<file path="config.mk">
export PLATFORM = sky130hd
export DESIGN_NAME = loc_top
export DESIGN_NICKNAME = d
export VERILOG_FILES = /design/src/design/loc_pkg.sv /design/src/design/servo_pkg.sv /design/src/design/result_capture.sv /design/src/design/bearing_calc.sv /design/src/design/servo_stepper.sv /design/src/design/status_word.sv /design/src/design/loc_top.sv
export SDC_FILE = /design/constraint.sdc
export NUM_CORES = 1
export LEC_CHECK = 0
export ABC_AREA = 1
export ABC_CLOCK_PERIOD_IN_PS = 5250
export BUFFER_PORTS_ARGS = -buffer_cell sky130_fd_sc_hd__buf_2
export CORE_ASPECT_RATIO = 1.4
export CORE_MARGIN = 2
export CORE_UTILIZATION = 45
export CTS_CLUSTER_DIAMETER = 120
export DETAILED_ROUTE_END_ITERATION = 8
export GPL_ROUTABILITY_DRIVEN = 0
export PLACE_DENSITY = 0.69
export SYNTH_ARGS = -nofsm -noshare
export SYNTH_HDL_FRONTEND = slang
export SYNTH_SLANG_ARGS = --single-unit
</file>
<file path="constraint.sdc">
create_clock -name lcd_vs -period 5.25 [get_ports lcd_vs]
set_input_delay 0.2625 -clock lcd_vs [delete_from_list [all_inputs] [get_ports lcd_vs]]
set_output_delay 0.2625 -clock lcd_vs [all_outputs]
set_load 0.01 [all_outputs]
</file>
<file path="src/design/loc_pkg.sv">
package loc_pkg;

    localparam int LAG_W    = 6;  // one correlation lag, centered at 32
    localparam int BAND_W   = 9;  // loudness band
    localparam int NUM_LAGS = 4;
    localparam int STATUS_W = 32;

    // lag view, lag1 in the top field down to lag4
    typedef struct packed {
        logic [STATUS_W-NUM_LAGS*LAG_W-1:0] zero;
        logic [NUM_LAGS-1:0][LAG_W-1:0]     lags;
    } lag_view_t;

    // band view, band and button in the low bits
    typedef struct packed {
        logic [STATUS_W-BAND_W-2:0] zero;
        logic [BAND_W-1:0]          band;
        logic                       btn;
    } band_view_t;

    // one readback word, decoded either way
    typedef union packed {
        lag_view_t  lag;
        band_view_t band;
    } status_word_u;

endpackage

</file>
<file path="src/design/servo_pkg.sv">
package servo_pkg;

    localparam int POS_W = 8;  // servo position
    localparam int DIR_W = 2;  // direction code

    // direction codes for the stepper
    localparam logic [DIR_W-1:0] DIR_HOLD = 2'b00;
    localparam logic [DIR_W-1:0] DIR_UP   = 2'b10;  // position up
    localparam logic [DIR_W-1:0] DIR_DOWN = 2'b01;  // position down

endpackage

</file>
<file path="src/design/result_capture.sv">
`timescale 1ns/1ns

module result_capture (
    input  logic                       lcd_vs,
    input  logic                       rst_n,
    input  logic                       result_valid_i,  // correlator result is done
    input  logic [loc_pkg::LAG_W-1:0]  lag1_i,
    input  logic [loc_pkg::LAG_W-1:0]  lag2_i,
    input  logic [loc_pkg::LAG_W-1:0]  lag3_i,
    input  logic [loc_pkg::LAG_W-1:0]  lag4_i,
    input  logic [loc_pkg::BAND_W-1:0] band_i,
    input  logic                       btn_i,
    output logic [loc_pkg::LAG_W-1:0]  lag1_o,
    output logic [loc_pkg::LAG_W-1:0]  lag2_o,
    output logic [loc_pkg::LAG_W-1:0]  lag3_o,
    output logic [loc_pkg::LAG_W-1:0]  lag4_o,
    output logic [loc_pkg::BAND_W-1:0] band_o,
    output logic                       btn_o,
    output logic                       fresh_o  // frame after a capture
);

    // held result, stays put while the correlator runs again
    always_ff @(posedge lcd_vs or negedge rst_n)
    begin
        if (!rst_n)
        begin
            lag1_o <= '0;
            lag2_o <= '0;
            lag3_o <= '0;
            lag4_o <= '0;
            band_o <= '0;
            btn_o  <= 1'b0;
        end
        else if (result_valid_i)
        begin
            lag1_o <= lag1_i;
            lag2_o <= lag2_i;
            lag3_o <= lag3_i;
            lag4_o <= lag4_i;
            band_o <= band_i;
            btn_o  <= btn_i;
        end
    end

    // one frame wide, follows the valid level
    always_ff @(posedge lcd_vs or negedge rst_n)
    begin
        if (!rst_n)
        begin
            fresh_o <= 1'b0;
        end
        else
        begin
            fresh_o <= result_valid_i;
        end
    end

endmodule

</file>
<file path="src/design/bearing_calc.sv">
`timescale 1ns/1ns

module bearing_calc #(
    parameter int DEADBAND = 2  // lag difference treated as centered
) (
    input  logic                        lcd_vs,
    input  logic                        rst_n,
    input  logic [loc_pkg::LAG_W-1:0]   lag1_i,
    input  logic [loc_pkg::LAG_W-1:0]   lag2_i,
    input  logic [loc_pkg::LAG_W-1:0]   lag3_i,
    input  logic [loc_pkg::LAG_W-1:0]   lag4_i,
    input  logic                        fresh_i,
    output logic [servo_pkg::DIR_W-1:0] pan_dir_o,
    output logic [servo_pkg::DIR_W-1:0] tilt_dir_o
);

    logic signed [loc_pkg::LAG_W:0] pan_diff;   // horizontal pair
    logic signed [loc_pkg::LAG_W:0] tilt_diff;  // vertical pair

    // direction from one lag difference, mirror swaps up and down
    function automatic logic [servo_pkg::DIR_W-1:0] dir_of(
        input logic signed [loc_pkg::LAG_W:0] diff,
        input logic                           mirror
    );
        logic [servo_pkg::DIR_W-1:0] pos_dir;
        logic [servo_pkg::DIR_W-1:0] neg_dir;
        pos_dir = mirror ? servo_pkg::DIR_DOWN : servo_pkg::DIR_UP;
        neg_dir = mirror ? servo_pkg::DIR_UP : servo_pkg::DIR_DOWN;
        if (diff > DEADBAND)
            return pos_dir;
        else if (diff < -DEADBAND)
            return neg_dir;
        else
            return servo_pkg::DIR_HOLD;  // inside deadband
    endfunction

    // lags are offset by 32, so the differences are signed around zero
    assign pan_diff  = $signed({1'b0, lag1_i}) - $signed({1'b0, lag2_i});
    assign tilt_diff = $signed({1'b0, lag3_i}) - $signed({1'b0, lag4_i});

    always_ff @(posedge lcd_vs or negedge rst_n)
    begin
        if (!rst_n)
        begin
            pan_dir_o  <= servo_pkg::DIR_HOLD;
            tilt_dir_o <= servo_pkg::DIR_HOLD;
        end
        else if (fresh_i)
        begin
            pan_dir_o  <= dir_of(pan_diff, 1'b0);
            tilt_dir_o <= dir_of(tilt_diff, 1'b1);  // tilt servo sits reversed
        end
        else
        begin
            // no new result, one step per capture only
            pan_dir_o  <= servo_pkg::DIR_HOLD;
            tilt_dir_o <= servo_pkg::DIR_HOLD;
        end
    end

endmodule

</file>
<file path="src/design/servo_stepper.sv">
`timescale 1ns/1ns

module servo_stepper #(
    parameter int SERVO_MIN    = 16,
    parameter int SERVO_MAX    = 240,
    parameter int SERVO_CENTER = 128,  // reset position
    parameter int SERVO_STEP   = 4     // move per frame
) (
    input  logic                        lcd_vs,
    input  logic                        rst_n,
    input  logic [servo_pkg::DIR_W-1:0] pan_dir_i,
    input  logic [servo_pkg::DIR_W-1:0] tilt_dir_i,
    output logic [servo_pkg::POS_W-1:0] pan_pos_o,
    output logic [servo_pkg::POS_W-1:0] tilt_pos_o
);

    // next position for one axis, clamped to the limits
    function automatic logic [servo_pkg::POS_W-1:0] step_pos(
        input logic [servo_pkg::POS_W-1:0] pos,
        input logic [servo_pkg::DIR_W-1:0] dir
    );
        int next;
        next = int'(pos);
        case (dir)
            servo_pkg::DIR_UP:
            begin
                next = next + SERVO_STEP;
                if (next > SERVO_MAX)
                    next = SERVO_MAX;
            end
            servo_pkg::DIR_DOWN:
            begin
                next = next - SERVO_STEP;
                if (next < SERVO_MIN)
                    next = SERVO_MIN;  // int math, so no wrap below zero
            end
            default: next = int'(pos);  // hold, and the unused 11 code
        endcase
        return next[servo_pkg::POS_W-1:0];
    endfunction

    always_ff @(posedge lcd_vs or negedge rst_n)
    begin
        if (!rst_n)
        begin
            pan_pos_o  <= SERVO_CENTER[servo_pkg::POS_W-1:0];
            tilt_pos_o <= SERVO_CENTER[servo_pkg::POS_W-1:0];
        end
        else
        begin
            pan_pos_o  <= step_pos(pan_pos_o, pan_dir_i);
            tilt_pos_o <= step_pos(tilt_pos_o, tilt_dir_i);
        end
    end

endmodule

</file>
<file path="src/design/status_word.sv">
`timescale 1ns/1ns

module status_word #(
    parameter int BLINK_BIT = 3  // led toggles every 2**BLINK_BIT frames
) (
    input  logic                         lcd_vs,
    input  logic                         rst_n,
    input  logic [loc_pkg::LAG_W-1:0]    lag1_i,
    input  logic [loc_pkg::LAG_W-1:0]    lag2_i,
    input  logic [loc_pkg::LAG_W-1:0]    lag3_i,
    input  logic [loc_pkg::LAG_W-1:0]    lag4_i,
    input  logic [loc_pkg::BAND_W-1:0]   band_i,
    input  logic                         btn_i,
    input  logic                         status_sel_i,  // 0 lag view, 1 band view
    output logic [loc_pkg::STATUS_W-1:0] status_word_o,
    output logic                         led_o
);

    loc_pkg::status_word_u word;
    logic [BLINK_BIT:0]    frame_cnt;

    // readback word, straight from the held result
    always_comb
    begin
        word = '0;
        if (status_sel_i)
        begin
            word.band.band = band_i;
            word.band.btn  = btn_i;
        end
        else
        begin
            word.lag.lags = {lag1_i, lag2_i, lag3_i, lag4_i};  // lag1 on top
        end
    end

    assign status_word_o = word;

    // frame counter, wraps freely
    always_ff @(posedge lcd_vs or negedge rst_n)
    begin
        if (!rst_n)
        begin
            frame_cnt <= '0;
        end
        else
        begin
            frame_cnt <= frame_cnt + 1'b1;
        end
    end

    assign led_o = frame_cnt[BLINK_BIT];  // blinks while frame sync runs

endmodule

</file>
<file path="src/design/loc_top.sv">
`timescale 1ns/1ns

module loc_top #(
    parameter int DEADBAND     = 2,
    parameter int SERVO_MIN    = 16,
    parameter int SERVO_MAX    = 240,
    parameter int SERVO_CENTER = 128,
    parameter int SERVO_STEP   = 4,
    parameter int BLINK_BIT    = 3
) (
    input  logic                         lcd_vs,  // frame sync as clock
    input  logic                         rst_n,
    input  logic                         result_valid_i,
    input  logic [loc_pkg::LAG_W-1:0]    lag1_i,
    input  logic [loc_pkg::LAG_W-1:0]    lag2_i,
    input  logic [loc_pkg::LAG_W-1:0]    lag3_i,
    input  logic [loc_pkg::LAG_W-1:0]    lag4_i,
    input  logic [loc_pkg::BAND_W-1:0]   band_i,
    input  logic                         btn_i,
    input  logic                         status_sel_i,
    output logic [servo_pkg::POS_W-1:0]  pan_pos_o,
    output logic [servo_pkg::POS_W-1:0]  tilt_pos_o,
    output logic                         fresh_o,
    output logic [loc_pkg::STATUS_W-1:0] status_word_o,
    output logic                         led_o
);

    // held result
    logic [loc_pkg::LAG_W-1:0]    lag1_q;
    logic [loc_pkg::LAG_W-1:0]    lag2_q;
    logic [loc_pkg::LAG_W-1:0]    lag3_q;
    logic [loc_pkg::LAG_W-1:0]    lag4_q;
    logic [loc_pkg::BAND_W-1:0]   band_q;
    logic                         btn_q;
    logic [servo_pkg::DIR_W-1:0]  pan_dir;
    logic [servo_pkg::DIR_W-1:0]  tilt_dir;

    result_capture u_capture (
        .lcd_vs         (lcd_vs),
        .rst_n          (rst_n),
        .result_valid_i (result_valid_i),
        .lag1_i         (lag1_i),
        .lag2_i         (lag2_i),
        .lag3_i         (lag3_i),
        .lag4_i         (lag4_i),
        .band_i         (band_i),
        .btn_i          (btn_i),
        .lag1_o         (lag1_q),
        .lag2_o         (lag2_q),
        .lag3_o         (lag3_q),
        .lag4_o         (lag4_q),
        .band_o         (band_q),
        .btn_o          (btn_q),
        .fresh_o        (fresh_o)
    );

    bearing_calc #(.DEADBAND(DEADBAND)) u_bearing (
        .lcd_vs     (lcd_vs),
        .rst_n      (rst_n),
        .lag1_i     (lag1_q),
        .lag2_i     (lag2_q),
        .lag3_i     (lag3_q),
        .lag4_i     (lag4_q),
        .fresh_i    (fresh_o),  // strobe for the direction update
        .pan_dir_o  (pan_dir),
        .tilt_dir_o (tilt_dir)
    );

    servo_stepper #(
        .SERVO_MIN    (SERVO_MIN),
        .SERVO_MAX    (SERVO_MAX),
        .SERVO_CENTER (SERVO_CENTER),
        .SERVO_STEP   (SERVO_STEP)
    ) u_stepper (
        .lcd_vs     (lcd_vs),
        .rst_n      (rst_n),
        .pan_dir_i  (pan_dir),
        .tilt_dir_i (tilt_dir),
        .pan_pos_o  (pan_pos_o),
        .tilt_pos_o (tilt_pos_o)
    );

    status_word #(.BLINK_BIT(BLINK_BIT)) u_status (
        .lcd_vs        (lcd_vs),
        .rst_n         (rst_n),
        .lag1_i        (lag1_q),
        .lag2_i        (lag2_q),
        .lag3_i        (lag3_q),
        .lag4_i        (lag4_q),
        .band_i        (band_q),
        .btn_i         (btn_q),
        .status_sel_i  (status_sel_i),
        .status_word_o (status_word_o),
        .led_o         (led_o)
    );

endmodule

</file>
* Word level (Yosys, flattened, before mapping) *
Index checks and enable logic that the tools add are counted.

word-level totals
  word-level logic and storage cells = 47
  bits of input ports = 38
  bits in registers = 59

operators by class
  equal/unequal tests = 4
  $lt $le $gt $ge = 8
  add/sub/neg operators = 7
  mux-type cells = 14
  reductions and logical operators = 2

operator list
  cell                                                           count
  two-way mux 8 bit                                              4
  one-hot mux 8 bit (2 select lines)                             2
  adder 8 x 3 -> 9 bit, second input constant                    2
  greater-than comparator 9 x 8 -> 1 bit, second input constant  2
  < comparator 9 x 6 -> 1 bit, second input constant             2
  subtractor 8 x 3 -> 9 bit, second input constant               2
  greater-than comparator 7 x 3 -> 1 bit, second input constant  2
  < comparator 7 x 2 -> 1 bit, second input constant             2
  two-way mux 14 bit                                             1
  subtractor 6 x 6 -> 7 bit                                      2
  two-way mux 10 bit                                             1
  two-way mux 2 bit                                              5
  adder 4 x 1 -> 4 bit, second input constant                    1
  == test 2 x 1 -> 1 bit, second input constant                  2
  == test 2 bit, second input constant                           2
  nonzero test 2 bit                                             2
  two-way mux 1 bit                                              1

* Depth between registers and ports, before layout *
Gate-level depths: netlist of run 1.

  word-level depth = 5
  gate-level depth with buffers = 11
  mapped depth without buffers = 11

* By module *
A second synthesis of run 1 with hierarchy kept.

second synthesis, totals
  cell total of the unflattened synthesis = 567
  area total of the unflattened synthesis = 3913.8 um^2

by module, submodules not included
  module          area an instance (um^2)  times used  sequential area each (um^2)  cells an instance
  result_capture  1370.1                   1           875.8                        145
  servo_stepper   1257.5                   1           302.8                        199
  bearing_calc    814.5                    1           100.1                        141
  status_word     471.7                    1           100.1                        82

* Worst setup path after synthesis of run 1 *
No wires, ideal clock.

  path type = flip-flop to flip-flop
  from = register u_capture.lag1_o[0] (netlist name)
  to = register u_bearing.pan_dir_o[1] (netlist name)
  data arrival time = 1.573 ns
  setup slack = 3.558 ns
  cell stages (with the launch flop) = 11
  cells stage by stage = dfrtp_1 inv_1 ha_1 inv_1 fa_1 nand3_1 nand2_1 a21o_1 a21oi_1 nor2_1 o21a_1

between the ends
  longest elaborated chain between the ends = 4

ends and longest elaborated chain
  item                                    RTL line              source
  start: declaration                      result_capture.sv:13  output logic [loc_pkg::LAG_W-1:0] lag1_o,
  start signal: assignment                result_capture.sv:36  lag1_o <= lag1_i;
  subtractor 6 x 6 -> 7 bit               bearing_calc.sv:38    assign pan_diff = $signed({1'b0, lag1_i}) - $signed({1'b0, lag2_i});
  greater-than comparator 7 x 3 -> 1 bit  bearing_calc.sv:29    if (diff > DEADBAND)
  two-way mux 2 bit                       bearing_calc.sv:29
  two-way mux 2 bit                       bearing_calc.sv:48    else if (fresh_i)
  end signal: assignment                  bearing_calc.sv:45    pan_dir_o <= servo_pkg::DIR_HOLD;
  end signal: assignment                  bearing_calc.sv:50    pan_dir_o <= dir_of(pan_diff, 1'b0);
  end signal: assignment                  bearing_calc.sv:56    pan_dir_o <= servo_pkg::DIR_HOLD;
  end: declaration                        bearing_calc.sv:13    output logic [servo_pkg::DIR_W-1:0] pan_dir_o,

Every way passes these cells.
A chain may end at the register's enable or synchronous reset.

* Worst setup path after layout of run 1 *
  from = register u_capture.lag3_o[0] (netlist name)
  to = register u_bearing.tilt_dir_o[0] (netlist name)

between the ends
  longest elaborated chain between the ends = 4

ends and longest elaborated chain
  item                                    RTL line              source
  start: declaration                      result_capture.sv:15  output logic [loc_pkg::LAG_W-1:0] lag3_o,
  start signal: assignment                result_capture.sv:38  lag3_o <= lag3_i;
  subtractor 6 x 6 -> 7 bit               bearing_calc.sv:39    assign tilt_diff = $signed({1'b0, lag3_i}) - $signed({1'b0, lag4_i});
  greater-than comparator 7 x 3 -> 1 bit  bearing_calc.sv:29
  two-way mux 2 bit                       bearing_calc.sv:29
  two-way mux 2 bit                       bearing_calc.sv:48
  end signal: assignment                  bearing_calc.sv:46    tilt_dir_o <= servo_pkg::DIR_HOLD;
  end signal: assignment                  bearing_calc.sv:51    tilt_dir_o <= dir_of(tilt_diff, 1'b1);
  end signal: assignment                  bearing_calc.sv:57    tilt_dir_o <= servo_pkg::DIR_HOLD;
  end: declaration                        bearing_calc.sv:14    output logic [servo_pkg::DIR_W-1:0] tilt_dir_o

Every way passes these cells.

==> results of run 1 <==
cell families (layout without fill, tap and decap cells):
logic type | count (synthesis) | after routing | share of synthesized area (%)
simple gates | 171 | 171 | 21.34
buf+inv | 93 | 150 | 11.79
compound gates | 80 | 80 | 12.07
flops | 55 | 55 | 38.68
fa+ha+maj | 23 | 23 | 8.494
xor+xnor | 16 | 16 | 4.352
mux | 10 | 10 | 3.159
other cells | 1 | 12 | 0.1052
worst paths after layout:
check / startpoint / slack, ps / endpoint
max in group asynchronous: rst_n / 4760 / u_stepper.pan_pos_o[3]$_DFFE_PN0P_
max reg2reg: u_capture.lag3_o[0]$_DFFE_PN0P_ / 3370 / u_bearing.tilt_dir_o[0]$_DFF_PN0_
min: rst_n / 50 / u_capture.band_o[8]$_DFFE_PN0P_
min reg2reg: u_status.frame_cnt[0]$_DFF_PN0_ / 450 / u_status.frame_cnt[0]$_DFF_PN0_
max: u_capture.lag3_o[0]$_DFFE_PN0P_ / 3370 / u_bearing.tilt_dir_o[0]$_DFF_PN0_
min in group lcd_vs: lag2_i[4] / 150 / u_capture.lag2_o[4]$_DFFE_PN0P_
placed cells by master, fill, tap and decap left out, types with 3 or more instances in the layout:
master,count
nand2_1,89
buf_2,75
inv_1,62
dfrtp_1,53
o21ai_0,42
nor2_1,37
a21oi_1,24
nand3_1,21
ha_1,21
conb_1,12
nand4_1,10
mux2_2,10
xor2_1,9
clkbuf_8,7
xnor2_1,5
inv_2,4
nor2_2,4
nor2_4,3
worst max-delay path: stages (launching register included):
cell and delay, ps:
dfrtp_1 380, inv_1 90, ha_1 150, inv_1 70, fa_1 390, nand3_1 80, nand2_1 80, a21o_1 170
a21oi_1 180, nor2_1 60, o21a_1 110
power by group:
part / internal, W / total (W) / switching, W
Combinational: 0.000285 / 0.000733 / 0.000448
Sequential: 0.000500 / 0.000623 / 0.000123
Clock: 0.000121 / 0.000252 / 0.000131
Total: 0.000905 / 0.00161 / 0.000703
final cells by class:
cell class,count,area [um2]
fill,755,3661
multi-input combinational,312,1807
sequential,55,1379
timing repair buffer,76,382.9
inverter,66,247.7
tap,100,125.1
clock buffer,8,100.1
registers in the layout (all words and copies together), names as in the netlist:
signal	cells
u_capture.band_o	9
u_capture.lag1_o	6
u_capture.lag2_o	6
u_capture.lag3_o	6
u_capture.lag4_o	6
u_stepper.pan_pos_o	6
u_stepper.tilt_pos_o	6
u_status.frame_cnt	4
u_bearing.pan_dir_o	2
u_bearing.tilt_dir_o	2
u_capture.btn_o	1
u_capture.fresh_o	1
per-layer routing:
metal | global-route usage (%) | vias up | routed length, um
met5 | 0 | - | 0
met2 | 30.75 | 93 | 3598
met4 | 8.128 | 0 | 100
li1 | - | 1546 | -
met3 | 3.448 | 7 | 397
met1 | 21.13 | 1411 | 3056
stage by stage:
step	worst slack (ps)	instances	instance area [um2]
CTS	3353	617	4041
global placement	3498	609	3941
detailed placement	3410	609	3941
finish	3369	617	4041
floorplan	3558	460	3606
global route	3110	617	4041
==> impl_results.md, run 1 <==
* Share of cells above drive strength 1 at between 20 and 25%
* Leakage power at ~2.2 nW
* Pin count of the biggest net entering global routing at 60
* Root Buffer Master: clkbuf_8
* First-pass GRT wire length at around 13 mm
* WL final at 7.152 mm
* Total power at roughly 0.0016 W
* Clock skew at 5.109 ps
* Worst Setup Path Type: reg -> reg
* Max_slew headroom at between 40% and 50%
* Crit path DAT at between 2000 and 2500 ps
* Final #Nets at approximately 580
* Hold Fails Final Rpt at 0
* TNS Setup at 0 ps
* Slew Limit Fails at 0
* WL per Instance at 11.59 um
* WHS at roughly 54 ps
* Hold Path Class: in -> async
* Vias in the first global route at 3023
* Site row count at 38
* First drt pass iteration count at 4
* Synth Flop Type: dfrtp_1
* Netlist cell types at 34
* ANT nets after route at 0
* Leading area contributor after synthesis: dfrtp_1
* Vias per cell at roughly 5
* Max Fanout on Critical Path at 3
* EDFF count, synth at 0
* Clock Latency Late Sink at roughly 310 ps
* Critical Path RT at between 5000 and 6000 ps
* R2R depth at 10
* Clk buf depth at 2
* Hpwl dp at ~5.5 mm
* Clock transition at path regs at 90 ps
* Startpoint types: flop
* Flops & latches, synth at 55
* Share of flip-flops with an asynchronous set or reset at 100.0%
* Final core occ at ~52%
* Min Tclk post-route at about 1900 ps
* Power Density at slightly below 400 nW/um2
* DRC viols at 0
* Worst-margin pin slew at slightly below 900 ps
* CTS tree: yes
* CP Capture Type: flop
* Syn Std Cell Area at ~3600 um2
* VDD IR max at 0.2189 mV
* Starting Density at a little under half
* Register area share after synthesis at between 30% and 40%
* Max Clk Rate at between 0.5 and 0.6 GHz
* 1st-iter DRT viols at 114
* Status: completed
* Clock sinks at 55
* Top cell type's share of synthesized area at a little under two fifths
* Count leader, synth: nand2_1
* TritonCTS buffer count at 5
* Area Growth Syn to Fin at 13.37%
* ANT cells at 0
* RSZ-0062 raised after global routing: no
* Post-cts gate resize count at 0
* Post-CTS Setup Bufs at 0
* IO buf count at 75
* CTS H-tree depth at 2
* Initial antenna violation count at 0
* Area contributors post-synth: dfrtp_1 (37%), nand2_1 (9.4%), ha_1 (7.4%)
* Synth Instances at around 450
* Top Ports at a little under 90
* Remaining global-route overflow at 0
* Die width at 79.22 um
* GR Util All Layers at between 10% and 20%
* Die area at approximately 8700 um2
* Die height at ~110 um
* Core area at a little under 8000 um2
* Syn Area/Cell at 7.939 um2
* Hold buffer count at CTS at 0
* Max Cap Viol at 0
* Top post-synthesis cells by count: nand2_1 (89), inv_1 (62), dfrtp_1 (53)
* Final setup fails at 0
* Yosys warns at 0
* Tcrit/Tclk final at 35.83%
* Total number of vias at between 3000 and 4000
No activity file was read; power rests on OpenSTA's default activity.
==> run 2: changes to the inputs <==
ABC_CLOCK_PERIOD_IN_PS = 1700   (was 5250)
PLACE_DENSITY = 0.72   (was 0.69)
clock period = 1.7 ns   (was 5.25 ns; I/O delays follow)
==> impl_results.md, run 2 (synthesis gave the netlist of run 1 again) <==
* Status: finished, violations left
* Failing checks: hold timing, setup timing
* Worst path slowest cell: fa_2
* Worst-margin pin slew at around 540 ps
* Die height at 109.3 um
* First drt pass iteration count at 4
* Clock Power Share at a little over an eighth
* Hold_sp: lag1_i[2]
* Top Ports at between 80 and 90
* Most frequent cells in the layout: nand2_1 (87), buf_2 (75), inv_1 (57)
* Highest cell delay on the worst timing path at around 400 ps
* Vias per cell at approximately 5
* Pin count of the biggest net entering global routing at 56
* Area Growth Syn to Fin at 26.25%
* Max reg flops at 9
* Clock transition at path regs at around 90 ps
* Starting Density at between 40% and 50%
* Worst Setup Path Type: reg -> reg
* R2R depth at 10
* Crit path DAT at around 2000 ps
* Leakage power at about 2.3 nW
* Max Cap Viol at 0
* Sw power at ~0.0022 W
* CP Cell Sequence: inv_2 -> ha_4 -> inv_2 -> fa_2 -> nand3_2 -> nand2_2 -> a21o_1 -> a21oi_2 -> nor2_1 -> o21a_1
* WL per Instance at ~12 um
* CP Capture Type: flop
* TritonCTS buffer count at 5
* Final #Nets at roughly 620
* IO buf count at 75
* Max Clk Rate at 0.5613 GHz
* WL final at 7.800 mm
* Commonest non-fill, non-tap cell in the layout: nand2_1
* WHS at -2.467 ps
* Critical Path RT at 1900 ps
* Most common cell on crit path: inv_2
* GR Util All Layers at 18.92%
* Layout fillers at 668
* Final setup fails at 4
* Cell Int Power at a little under 0.003 W
* Hold Path Class: in -> reg
* Total number of vias at 3281
* Worst Hold Depth at 3
* 1st-iter DRT viols at between 150 and 200
* Reg with most FFs: u_capture.band_o
* Hpwl dp at 5.566 mm
* R2R setup slack at -80 ps
* Sw Share at a little over two fifths
* Sequential Power Share at between 30% and 40%
* Root Buffer Master: clkbuf_8
* Worst setup margin at -81.48 ps
* Remaining global-route overflow at 0
* Initial antenna violation count at 0
* CTS H-tree depth at 2
* Die area at slightly below 9000 um2
* TNS Setup at -210.5 ps
* Max_slew headroom at about 64%
* Hold Path End: u_capture.lag1_o[2]$_DFFE_PN0P_
* Min Tclk post-route at ~1800 ps
* Placed standard-cell area at ~4000 um2
* Slew Limit Fails at 0
* Clock Latency Late Sink at 300 ps
* Clock skew at 3.489 ps
* Vias in the first global route at 3175
* CTS tree: yes
* ANT cells at 0
* Clk buf depth at 2
* RR Startpoint: u_capture.lag1_o[0]$_DFFE_PN0P_
* Site row count at 38
* Power Density at 1139 nW/um2
* Share of cells above drive strength 1 at a little over a quarter
* ANT nets after route at 0
* Max Fanout on Critical Path at 2
* DRC viols at 0
* Final core occ at approximately 60%
* Startpoint types: flop
* R2r endpoint: u_bearing.pan_dir_o[1]$_DFF_PN0_
* Die width at around 80 um
* Clock sinks at 55
* Design area at between 4000 and 5000 um2
* Combinational share of power at 50.7%
* Tcrit/Tclk final at 104.8%
* VDD IR max at roughly 0.81 mV
* Core area at around 7700 um2
* Hold Fails Final Rpt at 1
* RSZ-0062 raised after global routing: yes
* First-pass GRT wire length at about 13 mm
-- run 2: cell type report --
type	count	area, um2	share of cell area (%)
multi-input cells	312	1903	42.29
flip-flops and latches	55	1380	30.66
repair buffers	117	768.2	17.07
inverters	66	247.7	5.505
well taps	100	125.1	2.780
clock buffers	7	76.32	1.696
-- run 2: how the worst max path moves through the flow --
stage	end	from	slack, ps	cells after the start
floorplan	u_bearing.pan_dir_o[1]$_DFF_PN0_	u_capture.lag1_o[0]$_DFFE_PN0P_	8	10
global placement	u_bearing.tilt_dir_o[0]$_DFF_PN0_	u_capture.lag3_o[0]$_DFFE_PN0P_	-20	10
finish	u_bearing.pan_dir_o[1]$_DFF_PN0_	u_capture.lag1_o[0]$_DFFE_PN0P_	-80	10
CTS	u_bearing.pan_dir_o[1]$_DFF_PN0_	u_capture.lag1_o[0]$_DFFE_PN0P_	-10	8
global route	u_bearing.pan_dir_o[0]$_DFF_PN0_	u_capture.lag1_o[0]$_DFFE_PN0P_	-200	10
detailed placement	u_bearing.tilt_dir_o[0]$_DFF_PN0_	u_capture.lag3_o[0]$_DFFE_PN0P_	-80	9
-- run 2: metal layers --
metal | routed length [um] | track usage [%]
met4 | 140 | 6.773
met2 | 3998 | 35.35
met3 | 442 | 3.284
met1 | 3219 | 21.47
met5 | 0 | 0
-- run 2: what timing repair did --
item / 4_1_cts / 5_1_grt
resized for setup: 12 / 14
setup buffers: 5 / 1
hold endpoints to repair: 78 / 0
hold buffers: 26 / 0
setup endpoints to repair: 4 / 7
pin swaps: 6 / 4
-- run 2: per-stage QoR --
stage / instances / worst slack (ps) / total power, W
floorplan: 460 / 7.913 / 0.003665
global placement: 619 / -23.75 / 0.004252
detailed placement: 619 / -84.09 / 0.004319
CTS: 657 / -10.12 / 0.005100
global route: 657 / -198.2 / 0.005600
finish: 657 / -81.48 / 0.005126
-- run 2: worst max-delay path: cells and delay by family, from the launching register on --
kind | cells | cell delay [ps]
DFF | 1 | 380
buffers and inverters | 2 | 110
and+or+nand+nor | 3 | 220
adders and majority gates | 2 | 520
AOI/OAI and AO/OA | 3 | 440
-- run 2: power by group through the flow --
stage | combinational, W | sequential [W] | clock (W)
2_1_floorplan | 0.00184 | 0.00182 | 0
3_3_place_gp | 0.00238 | 0.00187 | 0
3_5_place_dp | 0.00244 | 0.00188 | 0
4_1_cts | 0.00255 | 0.00185 | 0.000696
5_1_grt | 0.00294 | 0.00191 | 0.000749
6_report | 0.00260 | 0.00186 | 0.000667
==> run 3: changes to the inputs <==
ABC_CLOCK_PERIOD_IN_PS = default   (was 1700)
CELL_PAD_IN_SITES_DETAIL_PLACEMENT = 0   (was default)
CELL_PAD_IN_SITES_GLOBAL_PLACEMENT = 1   (was default)
CORE_UTILIZATION = 35   (was 45)
HOLD_SLACK_MARGIN = 0.06   (was default)
PLACE_DENSITY = 0.76   (was 0.72)
==> impl_results.md, run 3 (synthesis gave the netlist of run 1 again) <==
* Final setup fails at 1
* Clock skew at 3.047 ps
* Commonest non-fill, non-tap cell in the layout: nand2_1
* GR Util All Layers at 14.87%
* Tcrit/Tclk final at 100.8%
* Worst-margin pin slew at 562.4 ps
* RSZ-0062 raised after global routing: yes
* Combinational share of power at around 47%
* Crit path DAT at between 1500 and 2000 ps
* First drt pass iteration count at 4
* Max Cap Viol at 0
* Starting Density at between 30% and 40%
* ANT nets after route at 0
* TritonCTS buffer count at 5
* Startpoint types: flop
* Vias per cell at roughly 4.6
* CP Capture Type: flop
* Hold Path Class: in -> reg
* Die width at 89.29 um
* Top Ports at 88
* First-pass GRT wire length at ~13 mm
* CTS H-tree depth at 2
* Clock Power Share at about a fifth
* Status: finished, violations left
* Placed standard-cell area at between 4000 and 5000 um2
* Pin count of the biggest net entering global routing at 56
* WL per Instance at 11.04 um
* IO buf count at 75
* CTS tree: yes
* Vias in the first global route at ~3000
* Die height at between 100 and 150 um
* Slew Limit Fails at 0
* Remaining global-route overflow at 0
* Max_slew headroom at roughly 63%
* Most common cell on crit path: inv_2
* Min Tclk post-route at about 1700 ps
* Clock transition at path regs at about 70 ps
* Highest cell delay on the worst timing path at 380 ps
* DRC viols at 0
* Area Growth Syn to Fin at 31.34%
* Reg with most FFs: u_capture.band_o
* Root Buffer Master: clkbuf_16
* CP Cell Sequence: inv_2 -> ha_4 -> inv_2 -> fa_2 -> nand3_2 -> nand2_2 -> a21o_1 -> a21oi_2 -> nor2_1 -> o21a_1
* TNS Setup at -13.24 ps
* Sequential Power Share at about a third
* VDD IR max at ~0.57 mV
* Site row count at 43
* Max reg flops at 9
* Sw power at between 0.002 and 0.0025 W
* Cell Int Power at 0.003149 W
* Dpl cells at 654
* Initial antenna violation count at 0
* Total number of vias at approximately 3200
* Core area at just under 10000 um2
* Max Fanout on Critical Path at 2
* Leakage power at about 2.4 nW
* Crit path max-delay family: adder cells
* Hold Fails Final Rpt at 0
* 1st-iter DRT viols at 86
* Worst setup margin at -13.24 ps
* Hpwl dp at 5.537 mm
* Clock Latency Late Sink at 290 ps
* Die area at 11020 um2
* ANT cells at 0
* Failing checks: setup timing
* Worst Setup Path Type: reg -> reg
* Share of cells above drive strength 1 at roughly a quarter
* WL final at ~7.7 mm
* Most frequent cells in the layout: nand2_1 (87), buf_2 (75), inv_1 (58)
* Worst path slowest cell: dfrtp_1
* Sw Share at between 40% and 50%
* Cell Count, Final, Fillers Out at 700
* Max Clk Rate at a little under 0.6 GHz
* Crit path buf inv count at 2
* Critical Path RT at about 1900 ps
* R2R setup slack at -10 ps
* Power Density at about 1200 nW/um2
* Pre-CTS setup slack at -74.38 ps
* Design area at 4682 um2
* Clk buf depth at 2
* Clock sinks at 55
* Final #Nets at 625
run 3: changes by cell type in the layout (fill, tap and decap cells not counted), moves of 2 or more:
cell and change:
dlygate4sd3_1 +9, clkbuf_16 +5, clkbuf_8 -5, buf_4 -2
run 3: path summary, 6_finish.rpt:
check                                                endpoint                       startpoint  cells after the start
max in group asynchronous  u_stepper.pan_pos_o[7]$_DFFE_PN1P_                            rst_n                      3
min                           u_capture.lag4_o[5]$_DFFE_PN0P_                   result_valid_i                      3
max reg2reg                  u_bearing.pan_dir_o[1]$_DFF_PN0_  u_capture.lag1_o[0]$_DFFE_PN0P_                     10
min reg2reg                   u_status.frame_cnt[0]$_DFF_PN0_  u_status.frame_cnt[0]$_DFF_PN0_                      1
min in group asynchronous     u_capture.band_o[5]$_DFFE_PN0P_                            rst_n                      3
max                          u_bearing.pan_dir_o[1]$_DFF_PN0_  u_capture.lag1_o[0]$_DFFE_PN0P_                     10
run 3: area by class of cell:
type                            count  area [um2]
Tap cell                          135       168.9
Timing Repair Buffer              124       843.3
Multi-Input combinational cell    312        1901
Inverter                           66       247.7
Fill cell                        1001        5218
Clock buffer                        6       128.9
Sequential cell                    55        1380
Clock inverter                      2       12.51
run 3: stage by stage:
step / total power, W / util, % / hold WS (ps)
after floorplan: 0.003665 / - / -210.6
after global placement: 0.004280 / 41.14 / 105.0
after detailed placement: 0.004309 / 41.14 / 113.1
after CTS: 0.005461 / 46.85 / 295.5
after global routing: 0.005940 / 47.30 / 344.1
final: 0.005438 / 47.30 / 300.0
run 3: tightest hold or removal path, delay by kind of cell:
family	cells	cell delay, ps
compound gates	1	60
buf+inv	1	280
simple gates	1	110
run 3: what timing repair did:
action | CTS | global route
hold buffers | 35 | 0
gates resized for setup | 16 | 9
buffers inserted | 2 | 1
endpoints found under the setup margin | 4 | 7
pin swaps | 5 | 4
hold endpoints to repair | 87 | 0
run 3: metal layers:
| metal | GRT usage, % | up-vias | wire (um) |
|---|---|---|---|
| li1 | - | 1651 | - |
| met1 | 18.80 | 1464 | 3492 |
| met2 | 25.19 | 69 | 3720 |
| met3 | 3.138 | 9 | 394 |
| met4 | 4.571 | 0 | 120 |
| met5 | 0 | - | 0 |
run 3: power by group through the flow:
| stage | Combinational [W] | Clock (W) | Sequential, W |
|---|---|---|---|
| floorplan | 0.00184 | 0 | 0.00182 |
| global placement | 0.00241 | 0 | 0.00187 |
| detailed placement | 0.00243 | 0 | 0.00188 |
| CTS | 0.00256 | 0.00105 | 0.00186 |
| global route | 0.00295 | 0.00110 | 0.00189 |
| finish | 0.00257 | 0.00101 | 0.00186 |
